**src/branchUnit_params.svh**
```systemverilog
`ifndef BRANCH_UNIT_PARAMS_SVH
`define BRANCH_UNIT_PARAMS_SVH

// station geometry and datapath widths
`define RS_SIZE 4
`define DATA_W 32
`define ADDR_W 32
`define TAG_W 4

// dispatch stall after a redirect, in cycles
`define REFILL_CYCLES 3

`endif

```
**src/cdbPkg.sv**
```systemverilog
`include "branchUnit_params.svh"

package cdbPkg;

    // producer tag, zero means the operand is already present
    typedef logic [`TAG_W-1:0] tag_t;

    localparam tag_t NO_TAG = '0;

    // one result broadcast on the common data bus
    typedef struct packed {
        logic              valid;
        tag_t              tag;
        logic [`DATA_W-1:0] data;
    } cdbMsg_t;

endpackage

```
**src/branchPkg.sv**
```systemverilog
`include "branchUnit_params.svh"

package branchPkg;

    // NOP doubles as the empty-slot marker
    typedef enum logic [3:0] {
        NOP,
        BEQ,
        BNE,
        BLT,
        BGE,
        BLTU,
        BGEU,
        JAL,
        JALR
    } branchOp_e;

    // instruction as written by the dispatcher
    typedef struct packed {
        branchOp_e          op;
        logic [`DATA_W-1:0] operandA;
        logic [`DATA_W-1:0] operandB;
        cdbPkg::tag_t       tagA;
        cdbPkg::tag_t       tagB;
        logic [`DATA_W-1:0] imm;
        logic [`ADDR_W-1:0] pc;
        logic               predTaken;
        cdbPkg::tag_t       destTag;
    } dispatchEntry_t;

    // ready instruction handed to the execute stage
    typedef struct packed {
        logic               valid;
        branchOp_e          op;
        logic [`DATA_W-1:0] operandA;
        logic [`DATA_W-1:0] operandB;
        logic [`DATA_W-1:0] imm;
        logic [`ADDR_W-1:0] pc;
        logic               predTaken;
        cdbPkg::tag_t       destTag;
    } issueBundle_t;

    // resolved outcome of one branch
    typedef struct packed {
        logic               valid;
        logic               taken;
        logic [`ADDR_W-1:0] target;
        logic               mispredict;
        cdbPkg::tag_t       destTag;
    } resolve_t;

    typedef enum logic [1:0] {
        RUN,
        REDIRECT,
        REFILL
    } ctrlState_e;

endpackage

```
**src/refillTimer.sv**
```systemverilog
`timescale 1ns/1ps
`include "branchUnit_params.svh"

module refillTimer (
    input  logic clk,
    input  logic rst,
    input  logic timerStart,
    output logic timerDone
);
    localparam int CNT_W = $clog2(`REFILL_CYCLES + 1);

    logic [CNT_W-1:0] count;

    always_ff @(posedge clk) begin
        if (rst) begin
            count <= '0;
        end else if (timerStart) begin
            count <= CNT_W'(`REFILL_CYCLES);
        end else if (count != '0) begin
            count <= count - CNT_W'(1);
        end
    end

    // high in the last refill cycle, the count hits zero on the next edge
    assign timerDone = (count == CNT_W'(1));

endmodule

```
**src/branchRs.sv**
```systemverilog
`timescale 1ns/1ps
`include "branchUnit_params.svh"

module branchRs (
    input  logic                    clk,
    input  logic                    rst,
    input  logic                    dispatchValid,
    input  branchPkg::dispatchEntry_t dispatchEntry,
    input  cdbPkg::cdbMsg_t         cdbIn,
    input  logic                    issueEnable,
    input  logic                    flush,
    output branchPkg::issueBundle_t issueOut,
    output logic                    rsFull
);
    import cdbPkg::*;
    import branchPkg::*;

    localparam int IDX_W = $clog2(`RS_SIZE);

    dispatchEntry_t slots [`RS_SIZE];
    dispatchEntry_t incoming;

    logic [`RS_SIZE-1:0] slotReady;
    logic [IDX_W-1:0]    freeIdx;
    logic [IDX_W-1:0]    issueIdx;
    logic                freeFound;
    logic                readyFound;
    logic                cdbHit;
    logic                dispatchFire;
    logic                issueFire;

    // tag zero never names a producer
    assign cdbHit = cdbIn.valid && (cdbIn.tag != NO_TAG);

    // a slot is ready once both source tags are cleared
    always_comb begin
        for (int i = 0; i < `RS_SIZE; i++) begin
            slotReady[i] = (slots[i].op != NOP) &&
                           (slots[i].tagA == NO_TAG) &&
                           (slots[i].tagB == NO_TAG);
        end
    end

    // scan downwards so the lowest index wins
    always_comb begin
        freeFound  = 1'b0;
        freeIdx    = '0;
        readyFound = 1'b0;
        issueIdx   = '0;
        for (int i = `RS_SIZE - 1; i >= 0; i--) begin
            if (slots[i].op == NOP) begin
                freeFound = 1'b1;
                freeIdx   = IDX_W'(i);
            end
            if (slotReady[i]) begin
                readyFound = 1'b1;
                issueIdx   = IDX_W'(i);
            end
        end
    end

    assign rsFull       = !freeFound;
    assign dispatchFire = dispatchValid && freeFound;
    assign issueFire    = issueEnable && readyFound;

    // broadcast in the dispatch cycle is captured on the way in
    always_comb begin
        incoming = dispatchEntry;
        if (cdbHit && (dispatchEntry.tagA == cdbIn.tag)) begin
            incoming.operandA = cdbIn.data;
            incoming.tagA     = NO_TAG;
        end
        if (cdbHit && (dispatchEntry.tagB == cdbIn.tag)) begin
            incoming.operandB = cdbIn.data;
            incoming.tagB     = NO_TAG;
        end
    end

    always_ff @(posedge clk) begin
        if (rst || flush) begin
            for (int i = 0; i < `RS_SIZE; i++) begin
                slots[i].op <= NOP;
            end
            issueOut.valid <= 1'b0;
        end else begin
            // wakeup of waiting slots
            if (cdbHit) begin
                for (int i = 0; i < `RS_SIZE; i++) begin
                    if (slots[i].op != NOP && slots[i].tagA == cdbIn.tag) begin
                        slots[i].operandA <= cdbIn.data;
                        slots[i].tagA     <= NO_TAG;
                    end
                    if (slots[i].op != NOP && slots[i].tagB == cdbIn.tag) begin
                        slots[i].operandB <= cdbIn.data;
                        slots[i].tagB     <= NO_TAG;
                    end
                end
            end

            issueOut.valid <= issueFire;
            if (issueFire) begin
                issueOut.op        <= slots[issueIdx].op;
                issueOut.operandA  <= slots[issueIdx].operandA;
                issueOut.operandB  <= slots[issueIdx].operandB;
                issueOut.imm       <= slots[issueIdx].imm;
                issueOut.pc        <= slots[issueIdx].pc;
                issueOut.predTaken <= slots[issueIdx].predTaken;
                issueOut.destTag   <= slots[issueIdx].destTag;
                slots[issueIdx].op <= NOP;
            end

            // free slot is never the issuing one
            if (dispatchFire) begin
                slots[freeIdx] <= incoming;
            end
        end
    end

endmodule

```
**src/branchExec.sv**
```systemverilog
`timescale 1ns/1ps
`include "branchUnit_params.svh"

module branchExec (
    input  logic                    clk,
    input  logic                    rst,
    input  branchPkg::issueBundle_t issueIn,
    input  logic                    kill,
    output branchPkg::resolve_t     resolveOut,
    output cdbPkg::cdbMsg_t         linkOut,
    output logic                    mispredict,
    output logic [`ADDR_W-1:0]      redirectTarget
);
    import branchPkg::*;

    logic               taken;
    logic               isJump;
    logic               live;
    logic [`ADDR_W-1:0] pcPlus4;
    logic [`ADDR_W-1:0] jalrSum;
    logic [`ADDR_W-1:0] takenTarget;
    logic [`ADDR_W-1:0] target;

    always_comb begin
        case (issueIn.op)
            BEQ:       taken = issueIn.operandA == issueIn.operandB;
            BNE:       taken = issueIn.operandA != issueIn.operandB;
            BLT:       taken = $signed(issueIn.operandA) < $signed(issueIn.operandB);
            BGE:       taken = $signed(issueIn.operandA) >= $signed(issueIn.operandB);
            BLTU:      taken = issueIn.operandA < issueIn.operandB;
            BGEU:      taken = issueIn.operandA >= issueIn.operandB;
            JAL, JALR: taken = 1'b1;
            default:   taken = 1'b0;
        endcase
    end

    assign isJump  = (issueIn.op == JAL) || (issueIn.op == JALR);
    assign pcPlus4 = issueIn.pc + `ADDR_W'(4);
    assign jalrSum = issueIn.operandA[`ADDR_W-1:0] + issueIn.imm[`ADDR_W-1:0];

    // jalr drops bit 0 of the sum
    assign takenTarget = (issueIn.op == JALR) ? {jalrSum[`ADDR_W-1:1], 1'b0}
                                              : issueIn.pc + issueIn.imm[`ADDR_W-1:0];
    assign target = taken ? takenTarget : pcPlus4;

    // killed entries are younger than a mispredicted branch
    assign live = issueIn.valid && !kill;

    // raw pulse, one cycle ahead of resolveOut
    assign mispredict     = live && (taken != issueIn.predTaken);
    assign redirectTarget = target;

    always_ff @(posedge clk) begin
        resolveOut.taken      <= taken;
        resolveOut.target     <= target;
        resolveOut.mispredict <= taken != issueIn.predTaken;
        resolveOut.destTag    <= issueIn.destTag;
        linkOut.tag           <= issueIn.destTag;
        linkOut.data          <= `DATA_W'(pcPlus4);
        if (rst) begin
            resolveOut.valid <= 1'b0;
            linkOut.valid    <= 1'b0;
        end else begin
            resolveOut.valid <= live;
            linkOut.valid    <= live && isJump;
        end
    end

endmodule

```
**src/branchCtrl.sv**
```systemverilog
`timescale 1ns/1ps
`include "branchUnit_params.svh"

module branchCtrl (
    input  logic               clk,
    input  logic               rst,
    input  logic               mispredict,
    input  logic [`ADDR_W-1:0] redirectTarget,
    input  logic               timerDone,
    output logic               redirectValid,
    output logic [`ADDR_W-1:0] redirectPc,
    output logic               flush,
    output logic               kill,
    output logic               issueEnable,
    output logic               timerStart,
    output logic               stall
);
    import branchPkg::*;

    ctrlState_e state;
    ctrlState_e nextState;

    always_comb begin
        nextState = state;
        case (state)
            RUN: begin
                if (mispredict) begin
                    nextState = REDIRECT;
                end
            end
            // single cycle, lines up with the mispredict on resolveOut
            REDIRECT: nextState = REFILL;
            REFILL: begin
                if (timerDone) begin
                    nextState = RUN;
                end
            end
            default: nextState = RUN;
        endcase
    end

    always_ff @(posedge clk) begin
        if (rst) begin
            state <= RUN;
        end else begin
            state <= nextState;
        end
    end

    // target latched as the branch moves into the execute register
    always_ff @(posedge clk) begin
        if (state == RUN && mispredict) begin
            redirectPc <= redirectTarget;
        end
    end

    assign redirectValid = (state == REDIRECT);
    assign flush         = (state == REDIRECT);
    assign kill          = (state == REDIRECT);
    assign timerStart    = (state == REDIRECT);

    // everything in flight is wrong-path during a redirect
    assign issueEnable = (state == RUN);
    assign stall       = (state != RUN);

endmodule

```
**src/branchUnit.sv**
```systemverilog
`timescale 1ns/1ps
`include "branchUnit_params.svh"

module branchUnit (
    input  logic                      clk,
    input  logic                      rst,
    input  logic                      dispatchValid,
    input  branchPkg::dispatchEntry_t dispatchEntry,
    output logic                      rsFull,
    input  cdbPkg::cdbMsg_t           cdbIn,
    output branchPkg::resolve_t       resolveOut,
    output cdbPkg::cdbMsg_t           linkOut,
    output logic                      redirectValid,
    output logic [`ADDR_W-1:0]        redirectPc,
    output logic                      stall
);
    import branchPkg::*;

    issueBundle_t       issue;
    logic               issueEnable;
    logic               flush;
    logic               kill;
    logic               mispredict;
    logic [`ADDR_W-1:0] redirectTarget;
    logic               timerStart;
    logic               timerDone;

    // dispatch is held off while the refill stall is up
    branchRs branchRs_i (
        .clk           (clk),
        .rst           (rst),
        .dispatchValid (dispatchValid && !stall),
        .dispatchEntry (dispatchEntry),
        .cdbIn         (cdbIn),
        .issueEnable   (issueEnable),
        .flush         (flush),
        .issueOut      (issue),
        .rsFull        (rsFull)
    );

    branchExec branchExec_i (
        .clk            (clk),
        .rst            (rst),
        .issueIn        (issue),
        .kill           (kill),
        .resolveOut     (resolveOut),
        .linkOut        (linkOut),
        .mispredict     (mispredict),
        .redirectTarget (redirectTarget)
    );

    branchCtrl branchCtrl_i (
        .clk            (clk),
        .rst            (rst),
        .mispredict     (mispredict),
        .redirectTarget (redirectTarget),
        .timerDone      (timerDone),
        .redirectValid  (redirectValid),
        .redirectPc     (redirectPc),
        .flush          (flush),
        .kill           (kill),
        .issueEnable    (issueEnable),
        .timerStart     (timerStart),
        .stall          (stall)
    );

    refillTimer refillTimer_i (
        .clk        (clk),
        .rst        (rst),
        .timerStart (timerStart),
        .timerDone  (timerDone)
    );

endmodule

```
**config.mk**
```make
export PLATFORM = sky130hd
export DESIGN_NAME = branchUnit
export DESIGN_NICKNAME = d
export VERILOG_FILES = /design/src/cdbPkg.sv /design/src/branchPkg.sv /design/src/refillTimer.sv /design/src/branchRs.sv /design/src/branchExec.sv /design/src/branchCtrl.sv /design/src/branchUnit.sv
export VERILOG_INCLUDE_DIRS = /design/src
export SDC_FILE = /design/constraint.sdc
export NUM_CORES = 1
export LEC_CHECK = 0
export BUFFER_PORTS_ARGS = -buffer_cell sky130_fd_sc_hd__buf_2
export CORE_AREA = 2 2 352 354
export DETAILED_ROUTE_END_ITERATION = 16
export DIE_AREA = 0 0 354 356
export PLACE_DENSITY = 0.41
export SLEW_MARGIN = 25
export SYNTH_ARGS = -nofsm -noshare
export SYNTH_HDL_FRONTEND = slang
export SYNTH_SLANG_ARGS = --single-unit
```
**constraint.sdc**
```tcl
create_clock -name clk -period 11.05 [get_ports clk]
set_clock_uncertainty 0.15 [all_clocks]
set_input_delay 0 -clock clk [delete_from_list [all_inputs] [get_ports clk]]
set_output_delay 0 -clock clk [all_outputs]
set_load 0.02 [all_outputs]
```
# Word-level counts from Yosys, hierarchy flattened
# Memory sizes are Yosys's and may differ from the RTL's. A register that Yosys moved wholly into a read port is not among the register bits.
# Index checks and enable logic that the tools add are counted.
word_totals:
  register_bits: 109
  ram_bits: 580
  in_bits: 185
  out_inout_bits: 111
  word_cells: 170
  mem_count: 1
op_classes:
  n_addsub: 4
  magnitude_cmp: 4
  n_eq_ne: 26
  muxes: 68
  bitwise: 1
  reduce_logical: 55
memory_table:
  columns: ["name", "depth", "width", "read_ports", "rd_ports_with_merged_regs", "wr", "line", "rtl"]
  rows:
  - ["branchRs_i.slots", 4, 145, 5, 1, 6, "branchRs.sv:20", "dispatchEntry_t slots [`RS_SIZE];"]
op_table:
  columns: ["operator", "n"]
  rows:
  - ["32-bit 2-to-1 mux", 4]
  - ["32-bit adder", 2]
  - ["32-bit greater-or-equal comparator", 2]
  - ["32-bit < comparator", 2]
  - ["4-bit logical NOT", 12]
  - ["1-bit 2-to-1 mux", 48]
  - ["4-bit equality test", 10]
  - ["32-bit by 3-bit adder with 32-bit output (second input constant)", 1]
  - ["32-bit equality test", 1]
  - ["32-bit inequality test", 1]
  - ["1-bit logical AND", 26]
  - ["2-bit 2-to-1 mux", 12]
  - ["4-bit nonzero test", 5]
  - ["4-bit by 3-bit equality test with 1-bit output (second input constant)", 4]
  - ["4-bit by 2-bit equality test with 1-bit output (second input constant)", 2]
  - ["4-bit 2-to-1 mux", 2]
  - ["1-bit case mux with 7 select lines", 1]
  - ["2-bit case mux with 3 select lines", 1]
  - ["2-bit nonzero test", 3]
  - ["2-bit by 1-bit equality test with 1-bit output (second input constant)", 2]
  - ["4-bit by 1-bit equality test with 1-bit output (second input constant)", 1]
  - ["4-bit equality test (second input constant)", 1]
  - ["2-bit by 1-bit inequality test with 1-bit output (second input constant)", 2]
  - ["2-bit AND reduction", 2]
  - ["other kinds (8)", 11]

# Depth between registers and ports, before layout
# An unclocked memory read counts as a cell.
logic_depth:
  ltp_word: 12
  mapped_depth: 13
  ltp_nobuf: 12

# Hierarchy
# A second synthesis with hierarchy kept.
unflattened:
  hier_cells: 2835
  hier_area_um2: 38974.9
by_module_without_submodules:
  columns: ["module", "instances", "cells_each", "area_each_um2", "seq_area_each_um2"]
  rows:
  - ["branchRs", 1, 1928, 31064.8, 21550.7]
  - ["branchExec", 1, 851, 6708.9, 1441.4]
  - ["branchCtrl", 1, 44, 1078.5, 1001.0]
  - ["refillTimer", 1, 11, 108.9, 40.0]
  - ["branchUnit", 1, 1, 13.8, 0.0]

# Worst setup path before layout
# Ideal clock, no wire load.
synth_path:
  path_type: "reg-to-reg"
  from: "memory branchRs_i.slots[1][74] (netlist bit)"
  to: "memory branchRs_i.slots[1][141] (netlist bit) (enable)"
  setup_ps: 317
  t_arrival_ps: 4125
  required_ps: 10583
  setup_slack_ps: 6458
  stages_incl_launch_ff: 9
  n_path_buf: 0
  period_less_slack_ps: 4592
  path_cell_list: "edfxtp_1 > nor4_1 > and3_1 > inv_1 > nand2_1 > o21ai_0 > inv_1 > nand2_1 > nand3_1"
synth_rtl:
  columns: ["item", "line"]
  rows:
  - ["start: declaration", "branchRs.sv:20"]

==> results.cfg <==
[finish]
drive_gt1_frac = 0.233
syn_to_final_growth_pct = 25.4
fillers = 11895
utilization = 0.372
final_cells = 4843
fin_nets = 3411

[critical_path]
worst_setup_path_start_kind = flop
cp-startpoint = branchCtrl_i.state[0]
crit_type = reg -> reg
worstPathRequired_ps = 11310
crit_arrival_ps = 4870
cp-end-kind = flop
r2r-start = branchCtrl_i.state[0]
critPathMaxFanout = 36

[sta]
period_needed_ps = 4610
fin_setup_tns_ps = 0
finalSetupViolCount = 0
relSlewSlack = 0.284
worst_pin_slew_ps = 1070
fin_ws_ps = 6440
fin_crit_sh = 0.417
hold_violations = 0
fmax_mhz = 217
rsz0062_at_grt = false
slew_viol_final = 0

[detailed_routing]
drt_iter0_drc = 1900
drtPass1Iterations = 6
routed_via_density = 4.96
drt-wirelength-per-cell_microns = 24.8
drcViolationCount = 0
vias = 24037
wl_microns = 120000
ant_nets = 0

[place]
placedCellCount = 4379
portBuffers = 295
post-place-ws_ps = 6250
dp_hpwl_microns = 79500
place_congestion = 0.854

[worst_hold_path]
min_path_type = in -> reg
min-delay-start = dispatchEntry[94]

[global_route]
overflow = 0
grt_pass1_wl_microns = 173000
antenna_found_initial = 16
first_global_vias = 24819
grt_max_degree = 139
grt_usage = 0.187

[yosys]
synthesis.instances = 2522
synth_fp_nets = 2805
synth-async-reset-ratio = 0
synth_ff_type = edfxtp_1
yosysUniqueCellTypes = 79
ys_seq_area_frac = 0.661
yosys_warnings = 0
synth_largest_area_cell = edfxtp_1
synth-edff-count = 749
synth.top_cell.area_share = 0.619
netlist_top_cells_area = edfxtp_1 (62%), mux2_2 (7.9%), dfxtp_1 (4.2%)
synth-seq-cells = 826
netlist_area_sq_mm = 0.0363
postSynthAreaPerCell_sq_um = 14.4

[clock_network]
clk_latency_ps = 690
cts.clk_slew.worst_paths_ps = 60
numClockSinks = 826
cts_buffers = 94
cts_resized = 0
clock_path_buffers = 3
clockRootBuffer = clkbuf_16
tritoncts = yes
htreeDepth = 3

[floorplanning]
initial_core_util = 0.296
die_x_microns = 354
ios = 296
fp.dieH_microns = 356
core-area_sq_mm = 0.123
row_count = 129
fp.dieArea_sq_mm = 0.126

[run_status]
status = complete, no violations

[power_and_ir_drop]
p_total_mw = 6.74
p_per_area_mw_per_mm2 = 148
peakVddDrop_uv = 112
p_leak_nw = 16.5

[run]
drv_cap = 0
## cell usage after synthesis (all sizes together), types with 23 or more instances
master and number:
xnor2 71, clkbuf 56, inv 69, edfxtp 749
nand2 218, a21oi 76, xor2 41, nand4 29
a222oi 23, a22oi 40, a22o 76, nand3 81
o21ai 56, dfxtp 77, nor2 103, a21o 28
a221o 76, ha 96, mux2 257, buf 53
## path summary, 6_finish.rpt
check | slack (ps) | end | cells past startpoint
setup / recovery | 6440 | branchRs_i.slots[3][93] | 10
hold / removal | 60 | branchRs_i.slots[0][94] | 3
setup reg to reg | 6440 | branchRs_i.slots[3][93] | 10
hold reg to reg | 190 | branchExec_i.resolveOut[2] | 0
## kinds of logic after synthesis
group,share of synthesized area
buf+inv,0.0210
compound gates,0.103
mux,0.0813
simple gates,0.0722
fa+ha+maj,0.0341
flops,0.661
xor+xnor,0.0270
## flip-flops by register name, indices dropped and copies added, names as in the netlist
signal                   cells
branchCtrl_i.redirectPc     32
branchCtrl_i.state           2
branchExec_i.linkOut        33
branchExec_i.resolveOut     39
branchRs_i.issueOut        138
branchRs_i.slots           580
refillTimer_i.count          2
## final cells by class
| class | instances | area [sq um] | area share |
|---|---|---|---|
| clock inverters | 41 | 322 | 0.00705 |
| repair buffers | 619 | 4680 | 0.103 |
| well taps | 1637 | 2050 | 0.0449 |
| diodes | 5 | 12.5 | 0.000274 |
| flip-flops and latches | 826 | 24000 | 0.527 |
| inverters | 71 | 277 | 0.00606 |
| multi-input cells | 1516 | 11700 | 0.257 |
| clock buffers | 128 | 2510 | 0.0551 |
## metal layers
metal,track usage,up-vias,wire length [microns]
li1,-,11091,-
met1,0.251,12164,53700
met2,0.321,639,58600
met3,0.0253,135,5810
met4,0.0430,8,2070
met5,0,-,44
## layout by cell type (no fill, tap or decap), types with 40 or more instances in the layout
master,count
inv_1,65
nand3_1,81
ha_1,96
xnor2_1,71
a221o_1,76
a21oi_1,75
dlygate4sd3_1,289
mux2_2,256
nor2_1,101
xor2_1,41
a22oi_1,40
buf_2,295
a22o_1,76
o21ai_0,55
clkbuf_16,95
nand2_1,215
dfxtp_1,77
edfxtp_1,749
## metrics by stage
step           hold WS [ps]  instance area (sq um)
4_1_cts                7.82                  45500
3_5_place_dp           67.0                  39800
5_1_grt                46.3                  45600
6_report               56.5                  45600
3_3_place_gp           60.9                  39800
2_1_floorplan         -80.9                  36300
## timing repair
action,4_1_cts,5_1_grt
buffers inserted,0,0
hold endpoints to repair,607,0
hold buffers,289,0
## critical path, stage by stage, from the launching register on
cell,delay (ps)
dfxtp_1,320
nor2_1,280
inv_1,120
nor2_1,350
nand2_1,140
or2_2,280
or4_1,570
clkinv_2,510
nand2_4,560
mux2_1,500
dlygate4sd3_1,560
## power breakdown
part	internal, mW	switching (mW)
Clock	1.64	1.27
Combinational	0.177	0.177
Sequential	3.46	0.0165
Total	5.28	1.47
No activity file was read; power rests on OpenSTA's default activity.
